### config.mk
export PLATFORM = sky130hd
export DESIGN_NAME = cad_top
export DESIGN_NICKNAME = d
export VERILOG_FILES = /design/src/source/cad_pkg.sv /design/src/source/cad_buffer.sv /design/src/source/cad_ctrl.sv /design/src/source/conv_pool.sv /design/src/source/result_serializer.sv /design/src/source/cad_top.sv
export SDC_FILE = /design/constraint.sdc
export NUM_CORES = 2
export LEC_CHECK = 0
export ABC_AREA = 0
export CORE_MARGIN = 2
export CORE_UTILIZATION = 55
export DETAILED_ROUTE_END_ITERATION = 7
export DONT_BUFFER_PORTS = 1
export PLACE_DENSITY = 0.73
export SLEW_MARGIN = 5
export SYNTH_ARGS = -nofsm -noshare
export SYNTH_HDL_FRONTEND = slang
export SYNTH_HIERARCHICAL = 1
export SYNTH_SLANG_ARGS = --single-unit
### constraint.sdc
create_clock -name clk -period 7.1 [get_ports clk]
set_input_delay 1.42 -clock clk [delete_from_list [all_inputs] [get_ports clk]]
set_output_delay 1.42 -clock clk [all_outputs]
set_load 0.03 [all_outputs]
### src/source/cad_pkg.sv
// Convolution engine shared definitions
// Element and accumulator widths, data types and controller states

package cad_pkg;

  // ------------------------------------------------------------------------
  // Widths
  // ------------------------------------------------------------------------
  // Image and kernel elements are signed bytes
  localparam int PIX_W = 8;
  // 25 products of two bytes fit in 20 bits with sign
  localparam int ACC_W = 20;
  // Kernel side length
  localparam int K_SIZE = 5;

  // ------------------------------------------------------------------------
  // Types
  // ------------------------------------------------------------------------
  typedef logic signed [PIX_W-1:0] pix_t;
  typedef logic signed [ACC_W-1:0] acc_t;

  // Controller states
  typedef enum logic [2:0] {
    ST_IDLE,
    ST_LOAD_IMG,
    ST_LOAD_KER,
    ST_CONV,
    ST_WAIT_RES
  } ctrl_state_t;

endpackage

### src/source/cad_buffer.sv
// Image and kernel storage
// Register arrays written one byte per transfer; each cycle registers five
// consecutive image pixels of one row and one full kernel row

`timescale 1ns/1ps

module cad_buffer import cad_pkg::*; #(
  parameter int IMG_SIZE = 8
) (
  input  logic                        clk,
  input  pix_t                        in_data,
  input  logic                        wr_en,
  input  logic                        wr_ker,
  input  logic [$clog2(IMG_SIZE)-1:0] wr_row,
  input  logic [$clog2(IMG_SIZE)-1:0] wr_col,
  input  logic [$clog2(IMG_SIZE)-1:0] rd_row,
  input  logic [$clog2(IMG_SIZE)-1:0] rd_col,
  input  logic [2:0]                  ker_row,
  output pix_t                        img_row      [K_SIZE],
  output pix_t                        ker_row_data [K_SIZE]
);

  // --------------------------------------------------------------------------
  // Storage
  // --------------------------------------------------------------------------
  pix_t img_mem [IMG_SIZE][IMG_SIZE];
  pix_t ker_mem [K_SIZE][K_SIZE];

  // Write port shared by image and kernel
  always_ff @(posedge clk)
  begin
    if (wr_en)
    begin
      if (wr_ker)
        ker_mem[wr_row[2:0]][wr_col[2:0]] <= in_data;
      else
        img_mem[wr_row][wr_col] <= in_data;
    end
  end

  // --------------------------------------------------------------------------
  // Five-wide registered read
  // --------------------------------------------------------------------------
  // rd_col never exceeds IMG_SIZE-5 during a scan
  always_ff @(posedge clk)
  begin
    for (int k = 0; k < K_SIZE; k++)
    begin
      img_row[k]      <= img_mem[rd_row][rd_col + k];
      ker_row_data[k] <= ker_mem[ker_row][k];
    end
  end

endmodule

### src/source/cad_ctrl.sv
// Convolution engine controller
// FSM for image and kernel loading, pool window scanning and result
// hand-off; issues buffer addresses and delayed MAC control flags

`timescale 1ns/1ps

module cad_ctrl import cad_pkg::*; #(
  parameter int IMG_SIZE = 8
) (
  input  logic                        clk,
  input  logic                        rst_n,
  input  logic                        in_valid,
  input  logic                        res_valid,
  input  logic                        res_ready,
  output logic                        in_ready,
  output logic                        wr_en,
  output logic                        wr_ker,
  output logic [$clog2(IMG_SIZE)-1:0] wr_row,
  output logic [$clog2(IMG_SIZE)-1:0] wr_col,
  output logic [$clog2(IMG_SIZE)-1:0] rd_row,
  output logic [$clog2(IMG_SIZE)-1:0] rd_col,
  output logic [2:0]                  ker_row,
  output logic                        tap_valid,
  output logic                        tap_first,
  output logic                        tap_last,
  output logic                        win_first,
  output logic                        win_last
);

  localparam int CW = $clog2(IMG_SIZE);
  localparam logic [CW-1:0] IMG_MAX = CW'(IMG_SIZE - 1);
  localparam logic [CW-1:0] WIN_MAX = CW'(IMG_SIZE - 6);
  localparam logic [2:0]    K_MAX   = 3'(K_SIZE - 1);

  ctrl_state_t state, state_nxt;

  logic [CW-1:0] col_max;
  logic [CW-1:0] win_row;
  logic [CW-1:0] win_col;
  // Position in pool window: bit 1 is row offset, bit 0 column offset
  logic [1:0]    pos;
  logic          in_xfer;
  logic          res_xfer;
  logic          load_done;
  logic          read_done;
  logic          last_win;
  // Flags are {tap_valid, tap_first, tap_last, win_first, win_last}
  logic [4:0]    flags_s0;
  logic [4:0]    flags_d1;
  logic [4:0]    flags_d2;

  assign in_ready = (state == ST_IDLE) || (state == ST_LOAD_IMG) ||
                    (state == ST_LOAD_KER);
  assign in_xfer  = in_valid && in_ready;
  assign res_xfer = res_valid && res_ready;
  assign wr_en    = in_xfer;
  assign wr_ker   = (state == ST_LOAD_KER);

  // Kernel rows are 5 wide, image rows IMG_SIZE wide
  assign col_max   = wr_ker ? CW'(K_MAX) : IMG_MAX;
  assign load_done = (wr_row == col_max) && (wr_col == col_max);
  assign read_done = (pos == 2'd3) && (ker_row == K_MAX);
  assign last_win  = (win_row == WIN_MAX) && (win_col == WIN_MAX);

  // --------------------------------------------------------------------------
  // FSM
  // --------------------------------------------------------------------------
  always_comb
  begin
    state_nxt = state;
    case (state)
      ST_IDLE:
        if (in_xfer) state_nxt = ST_LOAD_IMG;
      ST_LOAD_IMG:
        if (in_xfer && load_done) state_nxt = ST_LOAD_KER;
      ST_LOAD_KER:
        if (in_xfer && load_done) state_nxt = ST_CONV;
      ST_CONV:
        if (read_done) state_nxt = ST_WAIT_RES;
      ST_WAIT_RES:
        if (res_xfer) state_nxt = last_win ? ST_IDLE : ST_CONV;
      default:
        state_nxt = ST_IDLE;
    endcase
  end

  always_ff @(posedge clk or negedge rst_n)
  begin
    if (!rst_n)
      state <= ST_IDLE;
    else
      state <= state_nxt;
  end

  // --------------------------------------------------------------------------
  // Load counters, row-major
  // --------------------------------------------------------------------------
  always_ff @(posedge clk or negedge rst_n)
  begin
    if (!rst_n)
    begin
      wr_row <= '0;
      wr_col <= '0;
    end
    else if (in_xfer)
    begin
      if (wr_col == col_max)
      begin
        wr_col <= '0;
        wr_row <= load_done ? '0 : wr_row + 1'b1;
      end
      else
        wr_col <= wr_col + 1'b1;
    end
  end

  // --------------------------------------------------------------------------
  // Window scan: 4 positions x 5 kernel rows per pool window
  // --------------------------------------------------------------------------
  always_ff @(posedge clk or negedge rst_n)
  begin
    if (!rst_n)
    begin
      ker_row <= '0;
      pos     <= '0;
      win_row <= '0;
      win_col <= '0;
    end
    else if (state == ST_CONV)
    begin
      if (ker_row == K_MAX)
      begin
        ker_row <= '0;
        pos     <= pos + 1'b1;
      end
      else
        ker_row <= ker_row + 1'b1;
    end
    else if (state == ST_WAIT_RES && res_xfer)
    begin
      // Next window in raster order, stride 2
      if (last_win)
      begin
        win_row <= '0;
        win_col <= '0;
      end
      else if (win_col == WIN_MAX)
      begin
        win_col <= '0;
        win_row <= win_row + CW'(2);
      end
      else
        win_col <= win_col + CW'(2);
    end
  end

  assign rd_row = win_row + CW'(pos[1]) + CW'(ker_row);
  assign rd_col = win_col + CW'(pos[0]);

  // Two-stage delay puts the flags beside the product-sum register
  assign flags_s0 = {state == ST_CONV, ker_row == 3'd0, ker_row == K_MAX,
                     pos == 2'd0, pos == 2'd3};

  always_ff @(posedge clk or negedge rst_n)
  begin
    if (!rst_n)
    begin
      flags_d1 <= '0;
      flags_d2 <= '0;
    end
    else
    begin
      flags_d1 <= flags_s0;
      flags_d2 <= flags_d1;
    end
  end

  assign {tap_valid, tap_first, tap_last, win_first, win_last} = flags_d2;

endmodule

### src/source/conv_pool.sv
// Five-tap MAC with row accumulation and 2x2 max pooling
// One kernel row per cycle; five rows make one convolution value and four
// values feed a running maximum that is handed off with valid/ready

`timescale 1ns/1ps

module conv_pool import cad_pkg::*; (
  input  logic clk,
  input  logic rst_n,
  input  pix_t img_row      [K_SIZE],
  input  pix_t ker_row_data [K_SIZE],
  input  logic tap_valid,
  input  logic tap_first,
  input  logic tap_last,
  input  logic win_first,
  input  logic win_last,
  input  logic res_ready,
  output logic res_valid,
  output acc_t res_data
);

  acc_t prod_sum;
  acc_t psum_q;
  acc_t acc_q;
  acc_t max_q;
  acc_t conv_sum;

  // --------------------------------------------------------------------------
  // Row product sum
  // --------------------------------------------------------------------------
  // Operands are sign extended before the multiply
  always_comb
  begin
    prod_sum = '0;
    for (int k = 0; k < K_SIZE; k++)
    begin
      prod_sum = prod_sum + acc_t'(img_row[k]) * acc_t'(ker_row_data[k]);
    end
  end

  always_ff @(posedge clk)
  begin
    psum_q <= prod_sum;
  end

  // Full 5x5 sum when tap_last is set
  assign conv_sum = acc_q + psum_q;

  // --------------------------------------------------------------------------
  // Row accumulation and running maximum
  // --------------------------------------------------------------------------
  always_ff @(posedge clk)
  begin
    if (tap_valid)
    begin
      acc_q <= tap_first ? psum_q : conv_sum;
      if (tap_last && (win_first || conv_sum > max_q))
        max_q <= conv_sum;
    end
  end

  // Result stays put until the serializer takes it
  always_ff @(posedge clk or negedge rst_n)
  begin
    if (!rst_n)
      res_valid <= 1'b0;
    else if (tap_valid && tap_last && win_last)
      res_valid <= 1'b1;
    else if (res_ready)
      res_valid <= 1'b0;
  end

  assign res_data = max_q;

endmodule

### src/source/result_serializer.sv
// Bit-serial result output
// Takes one pooled result when empty and shifts it out LSB first,
// one bit per accepted out_valid/out_ready beat

`timescale 1ns/1ps

module result_serializer import cad_pkg::*; (
  input  logic clk,
  input  logic rst_n,
  input  logic res_valid,
  input  acc_t res_data,
  input  logic out_ready,
  output logic res_ready,
  output logic out_valid,
  output logic out_bit
);

  localparam int CNT_W = $clog2(ACC_W);
  localparam logic [CNT_W-1:0] LAST_BIT = CNT_W'(ACC_W - 1);

  logic [ACC_W-1:0] shift_q;
  logic [CNT_W-1:0] bit_cnt;
  logic             busy;

  assign res_ready = !busy;
  assign out_valid = busy;
  assign out_bit   = shift_q[0];

  // Busy flag and bit counter
  always_ff @(posedge clk or negedge rst_n)
  begin
    if (!rst_n)
    begin
      busy    <= 1'b0;
      bit_cnt <= '0;
    end
    else if (res_valid && res_ready)
    begin
      busy    <= 1'b1;
      bit_cnt <= '0;
    end
    else if (out_valid && out_ready)
    begin
      if (bit_cnt == LAST_BIT)
        busy <= 1'b0;
      bit_cnt <= bit_cnt + 1'b1;
    end
  end

  // Shift register, bit 0 is on the wire
  always_ff @(posedge clk)
  begin
    if (res_valid && res_ready)
      shift_q <= res_data;
    else if (out_valid && out_ready)
      shift_q <= shift_q >> 1;
  end

endmodule

### src/source/cad_top.sv
// Convolution engine top level
// Loads one image and one 5x5 kernel, computes the valid convolution with
// 2x2 max pooling and sends each pooled result out bit-serially

`timescale 1ns/1ps

module cad_top import cad_pkg::*; #(
  parameter int IMG_SIZE = 8
) (
  input  logic clk,
  input  logic rst_n,
  input  logic in_valid,
  input  pix_t in_data,
  output logic in_ready,
  output logic out_valid,
  output logic out_bit,
  input  logic out_ready
);

  localparam int CW = $clog2(IMG_SIZE);

  // Buffer control
  logic          wr_en;
  logic          wr_ker;
  logic [CW-1:0] wr_row;
  logic [CW-1:0] wr_col;
  logic [CW-1:0] rd_row;
  logic [CW-1:0] rd_col;
  logic [2:0]    ker_row;
  pix_t          img_row      [K_SIZE];
  pix_t          ker_row_data [K_SIZE];

  // MAC control and result hand-off
  logic tap_valid;
  logic tap_first;
  logic tap_last;
  logic win_first;
  logic win_last;
  logic res_valid;
  logic res_ready;
  acc_t res_data;

  cad_ctrl #(
    .IMG_SIZE (IMG_SIZE)
  ) u_ctrl (
    .clk       (clk),
    .rst_n     (rst_n),
    .in_valid  (in_valid),
    .res_valid (res_valid),
    .res_ready (res_ready),
    .in_ready  (in_ready),
    .wr_en     (wr_en),
    .wr_ker    (wr_ker),
    .wr_row    (wr_row),
    .wr_col    (wr_col),
    .rd_row    (rd_row),
    .rd_col    (rd_col),
    .ker_row   (ker_row),
    .tap_valid (tap_valid),
    .tap_first (tap_first),
    .tap_last  (tap_last),
    .win_first (win_first),
    .win_last  (win_last)
  );

  cad_buffer #(
    .IMG_SIZE (IMG_SIZE)
  ) u_buffer (
    .clk          (clk),
    .in_data      (in_data),
    .wr_en        (wr_en),
    .wr_ker       (wr_ker),
    .wr_row       (wr_row),
    .wr_col       (wr_col),
    .rd_row       (rd_row),
    .rd_col       (rd_col),
    .ker_row      (ker_row),
    .img_row      (img_row),
    .ker_row_data (ker_row_data)
  );

  conv_pool u_conv_pool (
    .clk          (clk),
    .rst_n        (rst_n),
    .img_row      (img_row),
    .ker_row_data (ker_row_data),
    .tap_valid    (tap_valid),
    .tap_first    (tap_first),
    .tap_last     (tap_last),
    .win_first    (win_first),
    .win_last     (win_last),
    .res_ready    (res_ready),
    .res_valid    (res_valid),
    .res_data     (res_data)
  );

  result_serializer u_serializer (
    .clk       (clk),
    .rst_n     (rst_n),
    .res_valid (res_valid),
    .res_data  (res_data),
    .out_ready (out_ready),
    .res_ready (res_ready),
    .out_valid (out_valid),
    .out_bit   (out_bit)
  );

endmodule

==> Implementation_results.wiki <==
{| class="wikitable"
! Metric !! Value
|-
| Area grow syn2layout || 8.87%
|-
| Gate count of the mapped netlist || 3335
|-
| Per-cell via count in the routed design || between 5 and 6
|-
| Timing-limited maximum frequency || roughly 150 MHz
|-
| Input/output buffers || 0
|-
| CTS tree || done
|-
| Unrepaired setup endpoints after global routing || no
|-
| Root buffer selected by CTS || clkbuf_16
|-
| Number of DRC markers in iteration 0 || around 2300
|-
| Final-report hold violation count || 0
|-
| Largest net degree at the start of global routing || 90
|-
| Run status || finished, final reports clean
|-
| Fraction of final layout cells with drive strength greater than 1 || 0.144
|-
| Crit share post-route || 0.964
|-
| Floorplan core area || between 90000 and 100000 sq um
|-
| Req. time, crit path || 7.68 ns
|-
| Routability-driven placement congestion ratio || 0.937
|-
| I/O pins || 15
|-
| Starting density of the core || 0.553
|-
| Crit Path Category || reg -> reg
|-
| Count of distinct cell types in the synthesized netlist || between 70 and 80
|-
| Sequential fraction of the synthesis area || 0.516
|-
| Biggest fanout along the worst timing path || 8
|-
| Clk Latency, worst-skew pair || around 0.67 ns
|-
| Cts bufs inserted || slightly above 90
|-
| Floorplan die width || between 300 and 400 microns
|-
| Detailed Route WL || 109000 microns
|-
| Count of H-tree levels built during CTS || 3
|-
| Kind of path behind the tightest hold check || reg -> reg
|-
| Critical Path Source Type || flip-flop
|-
| Row count || 111
|-
| Max-slew violation count || 0
|-
| Detailed-placement wirelength estimate || between 70000 and 80000 microns
|-
| Fraction of registers with async set or reset after synthesis || 0.0386
|-
| Number of placed cells counting well taps || approximately 4500
|-
| Number of register bits inferred by synthesis || about 910
|-
| Tightest slew margin relative to the limit || 0.214
|-
| Maximum buffer depth of the clock tree || 3
|-
| Routed via count || between 20000 and 30000
|-
| Primary FF master, synth || edfxtp_1
|-
| DR DRC count || 0
|-
| Average footprint of a synthesized cell || about 15 sq um
|-
| Wire length of the first global-routing pass || ~170000 microns
|-
| Iteration count of the initial detailed-routing pass || 5
|-
| Worst hold slack || about 0.33 ns
|-
| Clock-pin slew on the worst setup and hold paths || 0.06 ns
|-
| Die Footprint || 94200 sq um
|-
| Height of the die || between 300 and 400 microns
|-
| Yosys synthesis warning count || 6
|-
| Number of enable flip-flop cells after synthesis || between 700 and 800
|-
| Kind of capture point of the worst setup path || flip-flop
|-
| Net count after synthesis || 3948
|-
| Clock Skews || between 0.05 and 0.06 ns
|-
| Final number of setup-violating endpoints || 0
|-
| Utilization of the core after routing || 0.602
|-
| Diodes inserted || 0
|-
| Detail-routed net length per standard cell || 23.6 microns
|-
| Sinks on the clock net || a little over 900
|-
| Vias in the first global route || ~28000
|-
| Count of hold-fix buffers inserted at cts || 0
|-
| Syn Std Cell Area || a little over 50000 sq um
|-
| Max Cap Violations || 0
|-
| Sum of negative setup slack || 0 ns
|-
| Total number of nets in the final design || between 3000 and 4000
|-
| Worst endpoint data arrival time || 7.43 ns
|-
| Sum of overflow across all layers after global routing || 0
|-
| Transition time of the tightest slew-check pin || 1.18 ns
|-
| Remaining antenna violation count || 0
|-
| Overall routing resource usage || 0.239
|-
| Final worst path period need || between 6 and 7 ns
|-
| Antenna violations before repair || 3
|-
| Post-route insts no fill || about 4600
|}
## per-stage QoR
stage | setup slack (ns) | cell area, sq um
final | 0.252 | 55000
after global routing | 0.00362 | 55000
after CTS | 0.137 | 54900
after detailed placement | 0.122 | 51800
after global placement | 0.209 | 51800
after floorplan | 0.452 | 50500
## worst max-delay path, cell delays in order (launching register included)
cell and delay, ns:
dfxtp_2 0.39, and2_4 0.20, clkinvlp_4 0.17, buf_12 0.18, fa_1 0.48, fa_1 0.58, inv_1 0.06, fa_1 0.46
fa_1 0.55, inv_1 0.05, fa_1 0.49, inv_1 0.05, fa_1 0.55, fa_1 0.44, fa_1 0.45, ha_1 0.29
ha_1 0.34, a21o_1 0.22, a21o_1 0.19, a21o_1 0.17, a221oi_1 0.34, xnor2_1 0.16
## path summary, 6_finish.rpt
check                                            startpoint                        endpoint  slack [ns]  depth (start not counted)
setup / recovery           u_buffer/ker_row_data[0]$_DFF_P_  u_conv_pool/psum_q[18]$_DFF_P_        0.25                         21
hold / removal                 u_ctrl/flags_d1[3]$_DFF_PN0_    u_ctrl/flags_d2[3]$_DFF_PN0_        0.33                          0
setup reg to reg           u_buffer/ker_row_data[0]$_DFF_P_  u_conv_pool/psum_q[18]$_DFF_P_        0.25                         21
hold reg to reg                u_ctrl/flags_d1[3]$_DFF_PN0_    u_ctrl/flags_d2[3]$_DFF_PN0_        0.33                          0
max in group asynchronous                             rst_n   u_ctrl/ker_row[1]$_DFFE_PN0P_        6.53                          0
min in group asynchronous                             rst_n    u_ctrl/wr_row[2]$_DFFE_PN0P_        0.46                          0
## logic make-up (layout without fill, tap and decap cells)
logic type,Yosys count,after routing,synth area share
AO/OA/AOI/OAI,134,134,0.0188
XOR/XNOR,47,47,0.00830
adder cells (fa/ha/maj),601,601,0.212
buffers and inverters,587,698,0.0471
flip-flops,907,907,0.516
multiplexers,398,398,0.134
AND/OR/NAND/NOR,661,661,0.0635
## flip-flops by register name (all words and copies together), names as in the netlist, 5 cells and up
register,count
u_buffer/img_mem,512
u_buffer/ker_mem,200
u_buffer/img_row,40
u_buffer/ker_row_data,40
u_conv_pool/acc_q,20
u_conv_pool/psum_q,20
u_conv_pool/res_data,20
u_serializer/shift_q,20
u_ctrl/flags_d1,5
u_ctrl/flags_d2,5
u_serializer/bit_cnt,5
## cell usage in the layout (no fill, tap or decap), types with 87 or more instances in the layout
cell type	count
edfxtp_1	772
inv_1	489
fa_1	423
nand2_1	229
mux4_2	216
ha_1	176
and2_1	168
nor2_1	153
mux2i_1	127
clkbuf_16	93
dfxtp_1	87
## layout make-up
| class | count | area (sq um) |
|---|---|---|
| clock buffers | 117 | 2490 |
| flip-flops and latches | 907 | 26100 |
| fillers | 6714 | 36300 |
| repair buffers | 37 | 340 |
| inverters | 494 | 1860 |
| multi-input cells | 1841 | 22100 |
| clock inverters | 50 | 613 |
| well taps | 1186 | 1480 |
## cells in the mapped netlist, types with 11 or more instances
master    instances  area, sq um
and2_1          169         1060
and3_1           11         68.8
a21oi_1          26          130
nand2_1         230          863
nand3_1          22          110
mux2i_1         127         1270
dfxtp_1         100         2000
mux2_2           52          586
mux4_2          216         4860
xor2_1           11         96.3
buf_1            13         48.8
fa_1            424         8490
edfxtp_1        772        23200
nand2b_1         22          138
buf_2            21          105
inv_1           490         1840
a21o_1           21          158
xnor2_1          35          307
dfrtp_1          35          876
ha_1            177         2210
o21ai_0          29          145
nor2_1          153          574
buf_6            18          203
clkbuf_1         38          143
## what timing repair did
action / CTS / global route
gates resized for setup: 0 / 20
buffers inserted: 0 / 2
endpoints found under the setup margin: 0 / 6
## per-layer routing
metal  wire (microns)  track usage
met5               33            0
met4             3160       0.0714
met3             6280       0.0338
met1            46400        0.337
met2            53400        0.392
Power is not shown: default switching activity piles up to over one toggle a cycle in this logic, so the estimate is an artifact.
